--- src/dma_pkg.sv ---
`default_nettype none

package dma_pkg;

    // ~~~~~~~~~~~~~~~~~~~~~~~~~~~~~~~~~~~~~~~~
    // controller states
    // ~~~~~~~~~~~~~~~~~~~~~~~~~~~~~~~~~~~~~~~~

    typedef enum logic [1:0] {
        IDLE = 2'd0,    // waiting for a command.
        RUN  = 2'd1,    // bursts out, words draining.
        DONE = 2'd2     // one-cycle completion pulse.
    } dma_state_e;

    // ~~~~~~~~~~~~~~~~~~~~~~~~~~~~~~~~~~~~~~~~
    // default sizes
    // ~~~~~~~~~~~~~~~~~~~~~~~~~~~~~~~~~~~~~~~~

    localparam int DEF_ADDR_W    = 16;  // word address.
    localparam int DEF_LEN_W     = 12;  // command length in words.
    localparam int DEF_OLEN      = 3;   // max burst is 2**OLEN words.
    localparam int DEF_DATA_W    = 32;

    // must hold at least one full burst.
    localparam int DEF_BUF_DEPTH = 16;

endpackage

`default_nettype wire

--- src/dma_cmd_split.sv ---
`timescale 1ns/100ps
`default_nettype none

module dma_cmd_split import dma_pkg::*; #(
    parameter int ADDR_W = DEF_ADDR_W,
    parameter int LEN_W  = DEF_LEN_W,     // must exceed OLEN.
    parameter int OLEN   = DEF_OLEN
) (
    input  wire logic              clk,
    input  wire logic              rst,

    // command side
    input  wire logic              in_valid,
    input  wire logic [ADDR_W-1:0] in_addr,
    input  wire logic [LEN_W-1:0]  in_len,
    output logic                   in_ready,

    // burst side
    input  wire logic              out_ready,
    output logic                   out_valid,
    output logic      [ADDR_W-1:0] out_addr,
    output logic      [OLEN:0]     out_len,
    output logic                   out_last
);

    localparam logic [OLEN:0] BURST_MAX = (OLEN+1)'(1) << OLEN;

    logic              split_valid;
    logic [ADDR_W-1:0] split_addr;
    logic [LEN_W-1:0]  split_len;   // words left in the command.
    logic [OLEN:0]     split_inc;   // words up to the next boundary.
    logic              split_last;
    logic              load;
    logic              advance;

    // ~~~~~~~~~~~~~~~~~~~~~~~~~~~~~~~~~~~~~~~~
    // handshakes
    // ~~~~~~~~~~~~~~~~~~~~~~~~~~~~~~~~~~~~~~~~

    assign in_ready = !split_valid;
    assign load     = in_valid && !split_valid;
    assign advance  = split_valid && out_ready;

    // remainder fits inside the current aligned window.
    assign split_last = (split_len <= LEN_W'(split_inc));

    always_ff @(posedge clk) begin
        if (rst) begin
            split_valid <= 1'b0;
        end else if (load) begin
            split_valid <= 1'b1;
        end else if (advance && split_last) begin
            split_valid <= 1'b0;
        end
    end

    // ~~~~~~~~~~~~~~~~~~~~~~~~~~~~~~~~~~~~~~~~
    // burst walk
    // ~~~~~~~~~~~~~~~~~~~~~~~~~~~~~~~~~~~~~~~~

    always_ff @(posedge clk) begin
        if (load) begin
            split_addr <= in_addr;
            split_len  <= in_len;
            split_inc  <= BURST_MAX - {1'b0, in_addr[OLEN-1:0]};  // partial first burst.
        end else if (advance) begin
            // next aligned window.
            split_addr <= {split_addr[ADDR_W-1:OLEN] + 1'b1, {OLEN{1'b0}}};
            split_len  <= split_len - LEN_W'(split_inc);
            split_inc  <= BURST_MAX;
        end
    end

    assign out_valid = split_valid;
    assign out_addr  = split_addr;
    assign out_len   = split_last ? split_len[OLEN:0] : split_inc;
    assign out_last  = split_last;

endmodule

`default_nettype wire

--- src/dma_credit_counter.sv ---
`timescale 1ns/100ps
`default_nettype none

module dma_credit_counter import dma_pkg::*; #(
    parameter int BUF_DEPTH = DEF_BUF_DEPTH,
    parameter int OLEN      = DEF_OLEN
) (
    input  wire logic          clk,
    input  wire logic          rst,

    input  wire logic          take,       // burst issued.
    input  wire logic [OLEN:0] take_len,   // pending burst length.
    input  wire logic          give,       // word left the buffer.

    output logic               enough
);

    // wide enough for BUF_DEPTH itself, and so for any burst length.
    localparam int CNT_W = $clog2(BUF_DEPTH + 1);

    logic [CNT_W-1:0] free_cnt;
    logic [CNT_W-1:0] need;
    logic [CNT_W-1:0] take_amt;
    logic [CNT_W-1:0] give_amt;

    assign need     = CNT_W'(take_len);
    assign take_amt = take ? need : '0;
    assign give_amt = CNT_W'(give);

    // ~~~~~~~~~~~~~~~~~~~~~~~~~~~~~~~~~~~~~~~~
    // free word count
    // ~~~~~~~~~~~~~~~~~~~~~~~~~~~~~~~~~~~~~~~~

    always_ff @(posedge clk) begin
        if (rst) begin
            free_cnt <= CNT_W'(BUF_DEPTH);
        end else begin
            free_cnt <= free_cnt - take_amt + give_amt;  // both may hit at once.
        end
    end

    // whole burst must fit.
    assign enough = (free_cnt >= need);

endmodule

`default_nettype wire

--- src/dma_read_ctrl.sv ---
`timescale 1ns/100ps
`default_nettype none

module dma_read_ctrl import dma_pkg::*; #(
    parameter int LEN_W = DEF_LEN_W
) (
    input  wire logic             clk,
    input  wire logic             rst,

    // command port
    input  wire logic             cmd_valid,
    input  wire logic [LEN_W-1:0] cmd_len,
    output logic                  cmd_ready,

    // splitter and credits
    input  wire logic             split_valid,
    input  wire logic             enough,
    output logic                  split_start,

    // burst request port
    input  wire logic             rd_req_ready,
    output logic                  rd_req_valid,
    output logic                  issue,

    // output side
    input  wire logic             pop,
    output logic                  done
);

    dma_state_e       state;
    dma_state_e       state_nxt;
    logic [LEN_W-1:0] remain;       // words still to leave the engine.
    logic             last_pop;

    // ~~~~~~~~~~~~~~~~~~~~~~~~~~~~~~~~~~~~~~~~
    // handshakes
    // ~~~~~~~~~~~~~~~~~~~~~~~~~~~~~~~~~~~~~~~~

    assign cmd_ready   = (state == IDLE);
    assign split_start = cmd_valid && cmd_ready;

    // credits gate the burst.
    assign rd_req_valid = split_valid && (state == RUN) && enough;
    assign issue        = rd_req_valid && rd_req_ready;

    assign last_pop = pop && (remain == LEN_W'(1));
    assign done     = (state == DONE);

    // ~~~~~~~~~~~~~~~~~~~~~~~~~~~~~~~~~~~~~~~~
    // FSM
    // ~~~~~~~~~~~~~~~~~~~~~~~~~~~~~~~~~~~~~~~~

    always_comb begin
        state_nxt = state;
        case (state)
            IDLE: begin
                if (split_start) begin
                    state_nxt = RUN;
                end
            end
            RUN: begin
                if (last_pop) begin
                    state_nxt = DONE;
                end
            end
            DONE: begin
                state_nxt = IDLE;
            end
            default: begin
                state_nxt = IDLE;
            end
        endcase
    end

    always_ff @(posedge clk) begin
        if (rst) begin
            state <= IDLE;
        end else begin
            state <= state_nxt;
        end
    end

    // remaining word counter.
    always_ff @(posedge clk) begin
        if (rst) begin
            remain <= '0;
        end else if (split_start) begin
            remain <= cmd_len;
        end else if (pop && (state == RUN)) begin
            remain <= remain - 1'b1;
        end
    end

endmodule

`default_nettype wire

--- src/dma_read_buffer.sv ---
`timescale 1ns/100ps
`default_nettype none

module dma_read_buffer import dma_pkg::*; #(
    parameter int DATA_W    = DEF_DATA_W,
    parameter int BUF_DEPTH = DEF_BUF_DEPTH
) (
    input  wire logic              clk,
    input  wire logic              rst,

    // memory return, never stalled
    input  wire logic              wr_en,
    input  wire logic [DATA_W-1:0] wr_data,

    // output stream
    input  wire logic              out_ready,
    output logic                   out_valid,
    output logic      [DATA_W-1:0] out_data,
    output logic                   pop
);

    localparam int PTR_W = (BUF_DEPTH > 1) ? $clog2(BUF_DEPTH) : 1;
    localparam int CNT_W = $clog2(BUF_DEPTH + 1);

    logic [DATA_W-1:0] mem [BUF_DEPTH];
    logic [PTR_W-1:0]  wr_ptr;
    logic [PTR_W-1:0]  rd_ptr;
    logic [CNT_W-1:0]  fill;

    // wrap at BUF_DEPTH, which need not be a power of two.
    function automatic logic [PTR_W-1:0] ptr_inc(input logic [PTR_W-1:0] ptr);
        logic [PTR_W-1:0] nxt;
        if (ptr == PTR_W'(BUF_DEPTH - 1)) begin
            nxt = '0;
        end else begin
            nxt = ptr + 1'b1;
        end
        return nxt;
    endfunction

    // ~~~~~~~~~~~~~~~~~~~~~~~~~~~~~~~~~~~~~~~~
    // storage
    // ~~~~~~~~~~~~~~~~~~~~~~~~~~~~~~~~~~~~~~~~

    // credits keep a write from landing on a full buffer.
    always_ff @(posedge clk) begin
        if (wr_en) begin
            mem[wr_ptr] <= wr_data;
        end
    end

    assign out_valid = (fill != '0);    // word readable the cycle after its write.
    assign out_data  = mem[rd_ptr];
    assign pop       = out_valid && out_ready;

    // ~~~~~~~~~~~~~~~~~~~~~~~~~~~~~~~~~~~~~~~~
    // pointers and fill
    // ~~~~~~~~~~~~~~~~~~~~~~~~~~~~~~~~~~~~~~~~

    always_ff @(posedge clk) begin
        if (rst) begin
            wr_ptr <= '0;
            rd_ptr <= '0;
            fill   <= '0;
        end else begin
            if (wr_en) begin
                wr_ptr <= ptr_inc(wr_ptr);
            end
            if (pop) begin
                rd_ptr <= ptr_inc(rd_ptr);
            end
            fill <= fill + CNT_W'(wr_en) - CNT_W'(pop);
        end
    end

endmodule

`default_nettype wire

--- src/dma_read_engine.sv ---
`timescale 1ns/100ps
`default_nettype none

module dma_read_engine import dma_pkg::*; #(
    parameter int ADDR_W    = DEF_ADDR_W,
    parameter int LEN_W     = DEF_LEN_W,
    parameter int OLEN      = DEF_OLEN,
    parameter int DATA_W    = DEF_DATA_W,
    parameter int BUF_DEPTH = DEF_BUF_DEPTH
) (
    input  wire logic              clk,
    input  wire logic              rst,

    // command port
    input  wire logic              cmd_valid,
    input  wire logic [ADDR_W-1:0] cmd_addr,
    input  wire logic [LEN_W-1:0]  cmd_len,
    output logic                   cmd_ready,

    // burst request port
    input  wire logic              rd_req_ready,
    output logic                   rd_req_valid,
    output logic      [ADDR_W-1:0] rd_req_addr,
    output logic      [OLEN:0]     rd_req_len,

    // data return without back-pressure
    input  wire logic              rd_data_valid,
    input  wire logic [DATA_W-1:0] rd_data,

    // output stream
    input  wire logic              out_ready,
    output logic                   out_valid,
    output logic      [DATA_W-1:0] out_data,

    output logic                   done
);

    logic split_start;
    logic split_valid;
    logic enough;
    logic issue;
    logic pop;

    dma_cmd_split #(
        .ADDR_W (ADDR_W),
        .LEN_W  (LEN_W),
        .OLEN   (OLEN)
    ) u_cmd_split (
        .clk       (clk),
        .rst       (rst),
        .in_valid  (split_start),
        .in_addr   (cmd_addr),
        .in_len    (cmd_len),
        .in_ready  (),
        .out_ready (issue),
        .out_valid (split_valid),
        .out_addr  (rd_req_addr),
        .out_len   (rd_req_len),
        .out_last  ()
    );

    dma_credit_counter #(
        .BUF_DEPTH (BUF_DEPTH),
        .OLEN      (OLEN)
    ) u_credit_counter (
        .clk      (clk),
        .rst      (rst),
        .take     (issue),
        .take_len (rd_req_len),
        .give     (pop),
        .enough   (enough)
    );

    dma_read_ctrl #(
        .LEN_W (LEN_W)
    ) u_read_ctrl (
        .clk          (clk),
        .rst          (rst),
        .cmd_valid    (cmd_valid),
        .cmd_len      (cmd_len),
        .cmd_ready    (cmd_ready),
        .split_valid  (split_valid),
        .enough       (enough),
        .split_start  (split_start),
        .rd_req_ready (rd_req_ready),
        .rd_req_valid (rd_req_valid),
        .issue        (issue),
        .pop          (pop),
        .done         (done)
    );

    dma_read_buffer #(
        .DATA_W    (DATA_W),
        .BUF_DEPTH (BUF_DEPTH)
    ) u_read_buffer (
        .clk       (clk),
        .rst       (rst),
        .wr_en     (rd_data_valid),
        .wr_data   (rd_data),
        .out_ready (out_ready),
        .out_valid (out_valid),
        .out_data  (out_data),
        .pop       (pop)
    );

endmodule

`default_nettype wire

--- config.mk ---
export PLATFORM = sky130hd
export DESIGN_NAME = dma_read_engine
export DESIGN_NICKNAME = d
export VERILOG_FILES = /design/src/dma_pkg.sv /design/src/dma_cmd_split.sv /design/src/dma_credit_counter.sv /design/src/dma_read_ctrl.sv /design/src/dma_read_buffer.sv /design/src/dma_read_engine.sv
export SDC_FILE = /design/constraint.sdc
export NUM_CORES = 1
export LEC_CHECK = 0
export BUFFER_PORTS_ARGS = -buffer_cell sky130_fd_sc_hd__buf_4
export CAP_MARGIN = 30
export CORE_MARGIN = 3
export CORE_UTILIZATION = 30
export DETAILED_ROUTE_END_ITERATION = 10
export PLACE_DENSITY_LB_ADDON = 0.15
export SLEW_MARGIN = 0
export SYNTH_ARGS = -nofsm -noshare
export SYNTH_HDL_FRONTEND = slang
export SYNTH_SLANG_ARGS = --single-unit
--- constraint.sdc ---
create_clock -name clk -period 4.5 [get_ports clk]
set_clock_uncertainty 0.2 [all_clocks]
set_input_delay 0.675 -clock clk [delete_from_list [all_inputs] [get_ports clk]]
set_output_delay 0.675 -clock clk [all_outputs]
set_load 0.05 [all_outputs]
Yosys cells after proc, flatten, opt, wreduce, memory -nomap -nowiden --
Memories as Yosys holds them, arrays and structs flattened. A register that Yosys moved wholly into a read port is not among the register bits. Index checks and enable logic that the tools add are counted.
Storage, ports and cells: logic and storage cells 68, bits in writable memories 512, register bits 65, memories 1
Cells by class: muxes and demuxes 21, equal/unequal tests 7, add/sub/neg operators 10, reductions and logical operators 17, magnitude comparators 2
Memories:
- u_read_buffer.mem | words 16, bits a word 32, rd ports 1, clocked after Yosys merged registers in 1, wr ports 1, RTL line dma_read_buffer.sv:25 | logic [DATA_W-1:0] mem [BUF_DEPTH];
Operators with widths (number):
- 2-to-1 mux 12 bit | 4
- 2-to-1 mux 16 bit | 2
- 2-to-1 mux 4 bit | 8
- adder 13 x 1 -> 13 bit (second input constant) | 1
- == test 12 x 1 -> 1 bit (second input constant) | 1
- less-or-equal comparator 12 x 4 -> 1 bit | 1
- subtractor 12 x 1 -> 12 bit (second input constant) | 1
- subtractor 12 x 4 -> 12 bit | 1
- adder 5 x 1 -> 5 bit | 2
- logical AND 1 bit | 10
- adder 4 x 1 -> 4 bit (second input constant) | 2
- == test 4 bit (second input constant) | 2
- nonzero test 2 bit | 3
- greater-or-equal comparator 5 x 4 -> 1 bit | 1
- nonzero test 5 bit | 1
- subtractor 5 x 1 -> 5 bit | 1
- subtractor 5 bit | 1
- 2-to-1 mux 1 bit | 4
- 2-to-1 mux 2 bit | 2
- case mux 2 bit (2 select lines) | 1
- subtractor 4 x 3 -> 4 bit (first input constant) | 1
- == test 2 x 1 -> 1 bit (second input constant) | 1
- == test 2 bit (second input constant) | 1
- logical NOT 2 bit | 1
- other kinds (4) | 4

Logic depth before layout (Yosys ltp) --
word-level depth 9, mapped depth 20

Hierarchy --
Synthesis repeated with hierarchy kept, for this count alone.
Unflattened totals: cell total of the unflattened synthesis 1215, area total of the unflattened synthesis 23177.2 sq um
Modules (own cells, without submodules):
- dma_read_buffer | times used 1, area each 20019.2 sq um, sequential area each 15715.1 sq um, cells each 890
- dma_cmd_split | times used 1, area each 1881.8 sq um, sequential area each 950.9 sq um, cells each 183
- dma_read_ctrl | times used 1, area each 818.3 sq um, sequential area each 280.3 sq um, cells each 89
- dma_credit_counter | times used 1, area each 457.9 sq um, sequential area each 100.1 sq um, cells each 53

Worst setup path before layout --
OpenSTA, ideal clock, no wires.
path type flip-flop to flip-flop, start point register u_cmd_split.split_inc[0], end point register u_credit_counter.free_cnt[4], data required time 4.183 ns, arrival 4.262 ns, stages on the path, launching flop included 19, period minus slack after synthesis 4.579 ns, path slack -0.079 ns, cell sequence edfxtp_1 -> ha_1 -> fa_1 -> nor2b_1 -> o211ai_1 -> nand3_1 -> nand2_1 -> ha_1 -> o21ai_0 -> a211oi_1 -> a21boi_0 -> ha_1 -> inv_1 -> ha_1 -> fa_1 -> a21o_1 -> a21oi_1 -> xnor2_1 -> nand2b_1
Between the ends: longest elaborated chain between the ends 8
RTL lines:
- start: declaration | RTL line dma_cmd_split.sv:31 | logic [OLEN:0] split_inc;
- start signal: assignment | RTL line dma_cmd_split.sv:65 | split_inc <= BURST_MAX - {1'b0, in_addr[OLEN-1:0]};
- less-or-equal comparator 12 x 4 -> 1 bit | RTL line dma_cmd_split.sv:45 | assign split_last = (split_len <= LEN_W'(split_inc));
- 2-to-1 mux 4 bit (*) | RTL line dma_cmd_split.sv:76 | assign out_len = split_last ? split_len[OLEN:0] : split_inc;
- via rd_req_len[0] | RTL line dma_read_engine.sv:24 | output logic [OLEN:0] rd_req_len,
- greater-or-equal comparator 5 x 4 -> 1 bit | RTL line dma_credit_counter.sv:43 | assign enough = (free_cnt >= need);
- logical AND 1 bit | RTL line dma_read_ctrl.sv:43 | assign rd_req_valid = split_valid && (state == RUN) && enough;
- logical AND 1 bit | RTL line dma_read_ctrl.sv:44 | assign issue = rd_req_valid && rd_req_ready;
- 2-to-1 mux 4 bit (*) | RTL line dma_credit_counter.sv:27 | assign take_amt = take ? need : '0;
- subtractor 5 bit (*) | RTL line dma_credit_counter.sv:38 | free_cnt <= free_cnt - take_amt + give_amt;
- adder 5 x 1 -> 5 bit (*) | RTL line dma_credit_counter.sv:38
- end signal: assignment | RTL line dma_credit_counter.sv:36 | free_cnt <= CNT_W'(BUF_DEPTH);
- end signal: assignment | RTL line dma_credit_counter.sv:38
- end: declaration | RTL line dma_credit_counter.sv:21 | logic [CNT_W-1:0] free_cnt;
The timed path passes the listed nets; every way through them passes the cells marked *. A chain may end at the register's enable or synchronous reset.

Final worst setup path --
start point register u_cmd_split.split_len[2], end point register u_credit_counter.free_cnt[4]
Between the ends: longest elaborated chain between the ends 8
RTL lines:
- start: declaration | RTL line dma_cmd_split.sv:30 | logic [LEN_W-1:0] split_len;
- start signal: assignment | RTL line dma_cmd_split.sv:64 | split_len <= in_len;
- start signal: assignment | RTL line dma_cmd_split.sv:69 | split_len <= split_len - LEN_W'(split_inc);
- less-or-equal comparator 12 x 4 -> 1 bit | RTL line dma_cmd_split.sv:45
- 2-to-1 mux 4 bit (*) | RTL line dma_cmd_split.sv:76
- greater-or-equal comparator 5 x 4 -> 1 bit | RTL line dma_credit_counter.sv:43
- logical AND 1 bit | RTL line dma_read_ctrl.sv:43
- logical AND 1 bit | RTL line dma_read_ctrl.sv:44
- 2-to-1 mux 4 bit (*) | RTL line dma_credit_counter.sv:27
- subtractor 5 bit (*) | RTL line dma_credit_counter.sv:38
- adder 5 x 1 -> 5 bit (*) | RTL line dma_credit_counter.sv:38
Every way passes the cells marked *; elsewhere a longest branch is shown, timed or not.

==> out/results.env <==
SYNTH_LARGEST_TYPE_AREA_FRACTION=0.7035
CP-START-KIND='flop'
MOST_USED_FLIP_FLOP_CELL_AFTER_SYNTHESIS='sky130_fd_sc_hd__edfxtp_1'
GRT_PASS1_VIAS=12990
GRT_REMAINING_OVERFLOW=0
FIN_NETS=1529
IO_PINS=122
POWER_PER_CELL_AREA_nW_PER_UM2=500.8
RUN_STATUS='completed'
POST_ROUTE_CELLS_DRIVE_ABOVE_1_SHARE=0.3078
SYNTH.YOSYS.WARNINGS=0
DESIGN.DIE.AREA_UM2=80630
DIE_HEIGHT_UM=284.0
GRT_USAGE=0.1465
PEAKVDDDROP_V=0.0002814
GRT_ANTENNA_BEFORE_REPAIR=2
DRT-INITIAL-DRC-COUNT=988
GRT_FIRST_PASS_WIRELENGTH_MM=87.18
CLOCK_INSERTION_DELAY_WORST_SKEW_PS=600
DIE_WIDTH_UM=284.0
AVGVIACOUNTPERCELL=4.872
SLEW_AT_THE_PIN_CLOSEST_TO_ITS_MAX_SLEW_LIMIT_PS=932.4
PATH_DELAY_FAMILY='adder cells'
SETUP_VIOLATIONS=0
DRT_DRC_VIOLATIONS_LEFT=0
POST-ROUTE-PERIOD-UTIL=0.9563
INITIAL_CELL_DENSITY_OF_THE_CORE=0.3042
WORSTPATHBUFFERINVERTERCOUNT=1
HOLD-PATH-CELL-COUNT=3
GRT_START_MAX_NET_PINS=45
HOLDPATHEND='u_cmd_split.out_addr[4]'
FINALWORSTPATHREQUIREDPERIOD_PS=4304
REPORT.FINAL.HOLD_VIOL_COUNT=0
HOLD_SLACK_PS=132.4
PATH_CELLS='ha_2 > or2_2 > o211ai_1 > and3_1 > nor2_2 > ha_1 > o21a_1 > nor3_2 > a211oi_2 > a21boi_2 > ha_1 > inv_1 > ha_2 > fa_2 > a21o_1 > a21oi_2 > xnor2_1 > nand2b_1'
CORE_AR_UM2=76200
CRIT_PATH_TOP_DELAY_CELL='sky130_fd_sc_hd__o211ai_1'
CTS.PATH.MAX_BUFFERS=3
YOSYS-TOP-CELLS-COUNT='sky130_fd_sc_hd__edfxtp_1, sky130_fd_sc_hd__mux4_2, sky130_fd_sc_hd__nand2_1'
REMAINING_MAX_SLEW_BUDGET_AT_THE_TIGHTEST_PIN=0.3784
CTS_TREE='built'
FINALWEIGHTEDCONGESTION=0.7596
CLOCK_TREE.HTREE_LEVEL_COUNT=3
DRT.ANTENNA.VIOLATING_NETS=0
NUMBER_OF_SYNTHESIZED_FLOPS_WITH_AN_ENABLE_PIN=543
WORST_PATH_FANOUT_MAX=6
POSTSYNTHNETCOUNT=1334
CRITICAL_PATH.REG2REG.ENDPOINT='u_credit_counter.free_cnt[4]'
SYNTH_MOST_COMMON_CELL='sky130_fd_sc_hd__edfxtp_1'
WORSTPATHREQUIRED_PS=4790
WL_PER_CELL_UM=23.56
FIRST_PASS_ITERS=5
SYN2LAYOUT_AREA_GROWTH_PCT=20.12
SYNTH_SEQUENTIAL_AREA_RATIO=0.7354
WORST-R2R-SETUP-SLACK_PS=200
HOLD_PATH.CLASS='in -> reg'
NUM_VIAS=12220
YS_ASYNC_SR_FRACTION=0
REG2REGPATHDEPTH=18
CRIT_PATH_MAX_INCR_DELAY_PS=430
DRT_WL_TOTAL_MM=59.08
MIN-DELAY-START='cmd_addr[4]'
YOSYS_REGISTER_BITS=580
ENDPOINT_KIND='flop'
SYNTH.AVG_CELL_AREA_UM2=18.78
CELLLEAKAGEPOWER_uW=0.009117
BUFFER_PORTS.INSERTED=121
SYNTH_AREA_UM2=23180
CTS_HOLD_REPAIR.BUFFERS=0
CTS-ROOT-BUF='sky130_fd_sc_hd__clkbuf_16'
DIODES=0
CP.DEPTH=18
CTS-BUFFERS-INSERTED=68
TIMING.FMAX_MHz=232.4
MAX-CAP-VIOLATIONS=0
POSTLAYOUTCOREUTIL=0.3654
PATH_CLASS='reg -> reg'
SLEW_VIOLATIONS=0
CRITICAL_PATH_DATA_ARRIVAL_TIME_PS=4600
SYNTH.TOP_CELLS.BY_AREA='sky130_fd_sc_hd__edfxtp_1, sky130_fd_sc_hd__mux4_2, sky130_fd_sc_hd__dfxtp_1'
DP_HPWL_MM=33.93
NETLIST_INSTANCES=1234
ROW_COUNT=101
NETLIST.TOP_CELL.BY_AREA='sky130_fd_sc_hd__edfxtp_1'
RR_STARTPOINT='u_cmd_split.split_len[2]'
YS_TYPES=58
WORST_SETUP_HOLD_PATH_CLK_SLEW_PS=60
CLOCK_SINKS=580
area by class of cell:
| cell class | count | area, um2 |
|---|---|---|
| Sequential cell | 580 | 17050 |
| Clock inverter | 31 | 257.7 |
| Multi-Input combinational cell | 568 | 5889 |
| Tap cell | 1030 | 1289 |
| Inverter | 29 | 108.9 |
| Fill cell | 7084 | 48360 |
| Clock buffer | 88 | 1828 |
| Timing Repair Buffer | 182 | 1416 |
how the worst max path moves through the flow:
stage,startpoint,end
final,u_cmd_split.split_len[2],u_credit_counter.free_cnt[4]
after detailed placement,u_cmd_split.split_inc[0],u_credit_counter.free_cnt[4]
after CTS,u_cmd_split.split_len[2],u_credit_counter.free_cnt[4]
after floorplan,u_cmd_split.split_inc[0],u_credit_counter.free_cnt[4]
after global routing,u_cmd_split.split_len[0],u_credit_counter.free_cnt[4]
after global placement,u_cmd_split.split_inc[0],u_credit_counter.free_cnt[4]
power by group:
group	total, uW	switching, uW	internal (uW)
logic	2530	1440	1090
registers	6260	171	6090
clock network	5150	2200	2960
layer usage:
metal,GRT usage,up-vias,wire [um]
met3,0.02795,87,2411
met1,0.1924,6451,25530
met5,0,-,23
met4,0.03710,4,1188
met2,0.2502,264,29930
li1,-,5414,-
registers in the layout, summed over array words and instances, names as in the netlist, named ones only:
signal / count
u_read_buffer.mem: 512
u_cmd_split.out_addr: 15
u_cmd_split.split_len: 12
u_read_ctrl.remain: 12
u_credit_counter.free_cnt: 5
u_read_buffer.fill: 5
u_cmd_split.split_inc: 4
u_read_buffer.rd_ptr: 4
u_read_buffer.wr_ptr: 4
u_read_ctrl.state: 2
u_cmd_split.out_valid: 1
worst min-delay path: stages:
cell and delay [ps]:
sky130_fd_sc_hd__buf_4 80, sky130_fd_sc_hd__nand2_1 40, sky130_fd_sc_hd__nand2_1 40
cell usage in the layout, fill, tap and decap left out, types with 23 or more instances in the layout:
master	n
sky130_fd_sc_hd__a22oi_1	65
sky130_fd_sc_hd__buf_4	178
sky130_fd_sc_hd__clkbuf_16	69
sky130_fd_sc_hd__dfxtp_1	35
sky130_fd_sc_hd__edfxtp_1	543
sky130_fd_sc_hd__ha_1	28
sky130_fd_sc_hd__inv_1	28
sky130_fd_sc_hd__mux4_2	128
sky130_fd_sc_hd__nand2_1	79
sky130_fd_sc_hd__nor2_1	27
sky130_fd_sc_hd__o21ai_0	23
logic make-up (layout without fill, tap and decap cells):
logic type,count (synthesis),count (layout),share of synthesized area
xor+xnor,23,23,0.008691
simple gates,223,223,0.04939
mux,130,130,0.1252
compound gates,158,158,0.04669
fa+ha+maj,34,34,0.01933
buf+inv,86,330,0.01522
flops,580,580,0.7354
stage by stage:
step                setup TNS [ps]  power, uW  std cells  instance area (um2)  worst slack, ps
global placement            -38.28       8889       2379                25620           -38.28
floorplan                        0       8115       1234                23180            86.22
detailed placement          -98.92       8914       2379                25620           -98.92
global route                -40.77      14600       2508                27840           -40.77
finish                           0      13940       2508                27840            196.5
CTS                              0      14140       2498                27720            16.39
timing repair:
action	in CTS	in global routing
setup endpoints to repair	1	1
setup buffers	0	9
gates resized for setup	4	14
pin swaps	2	13
Note: power is estimated with default switching activity, not from simulation.
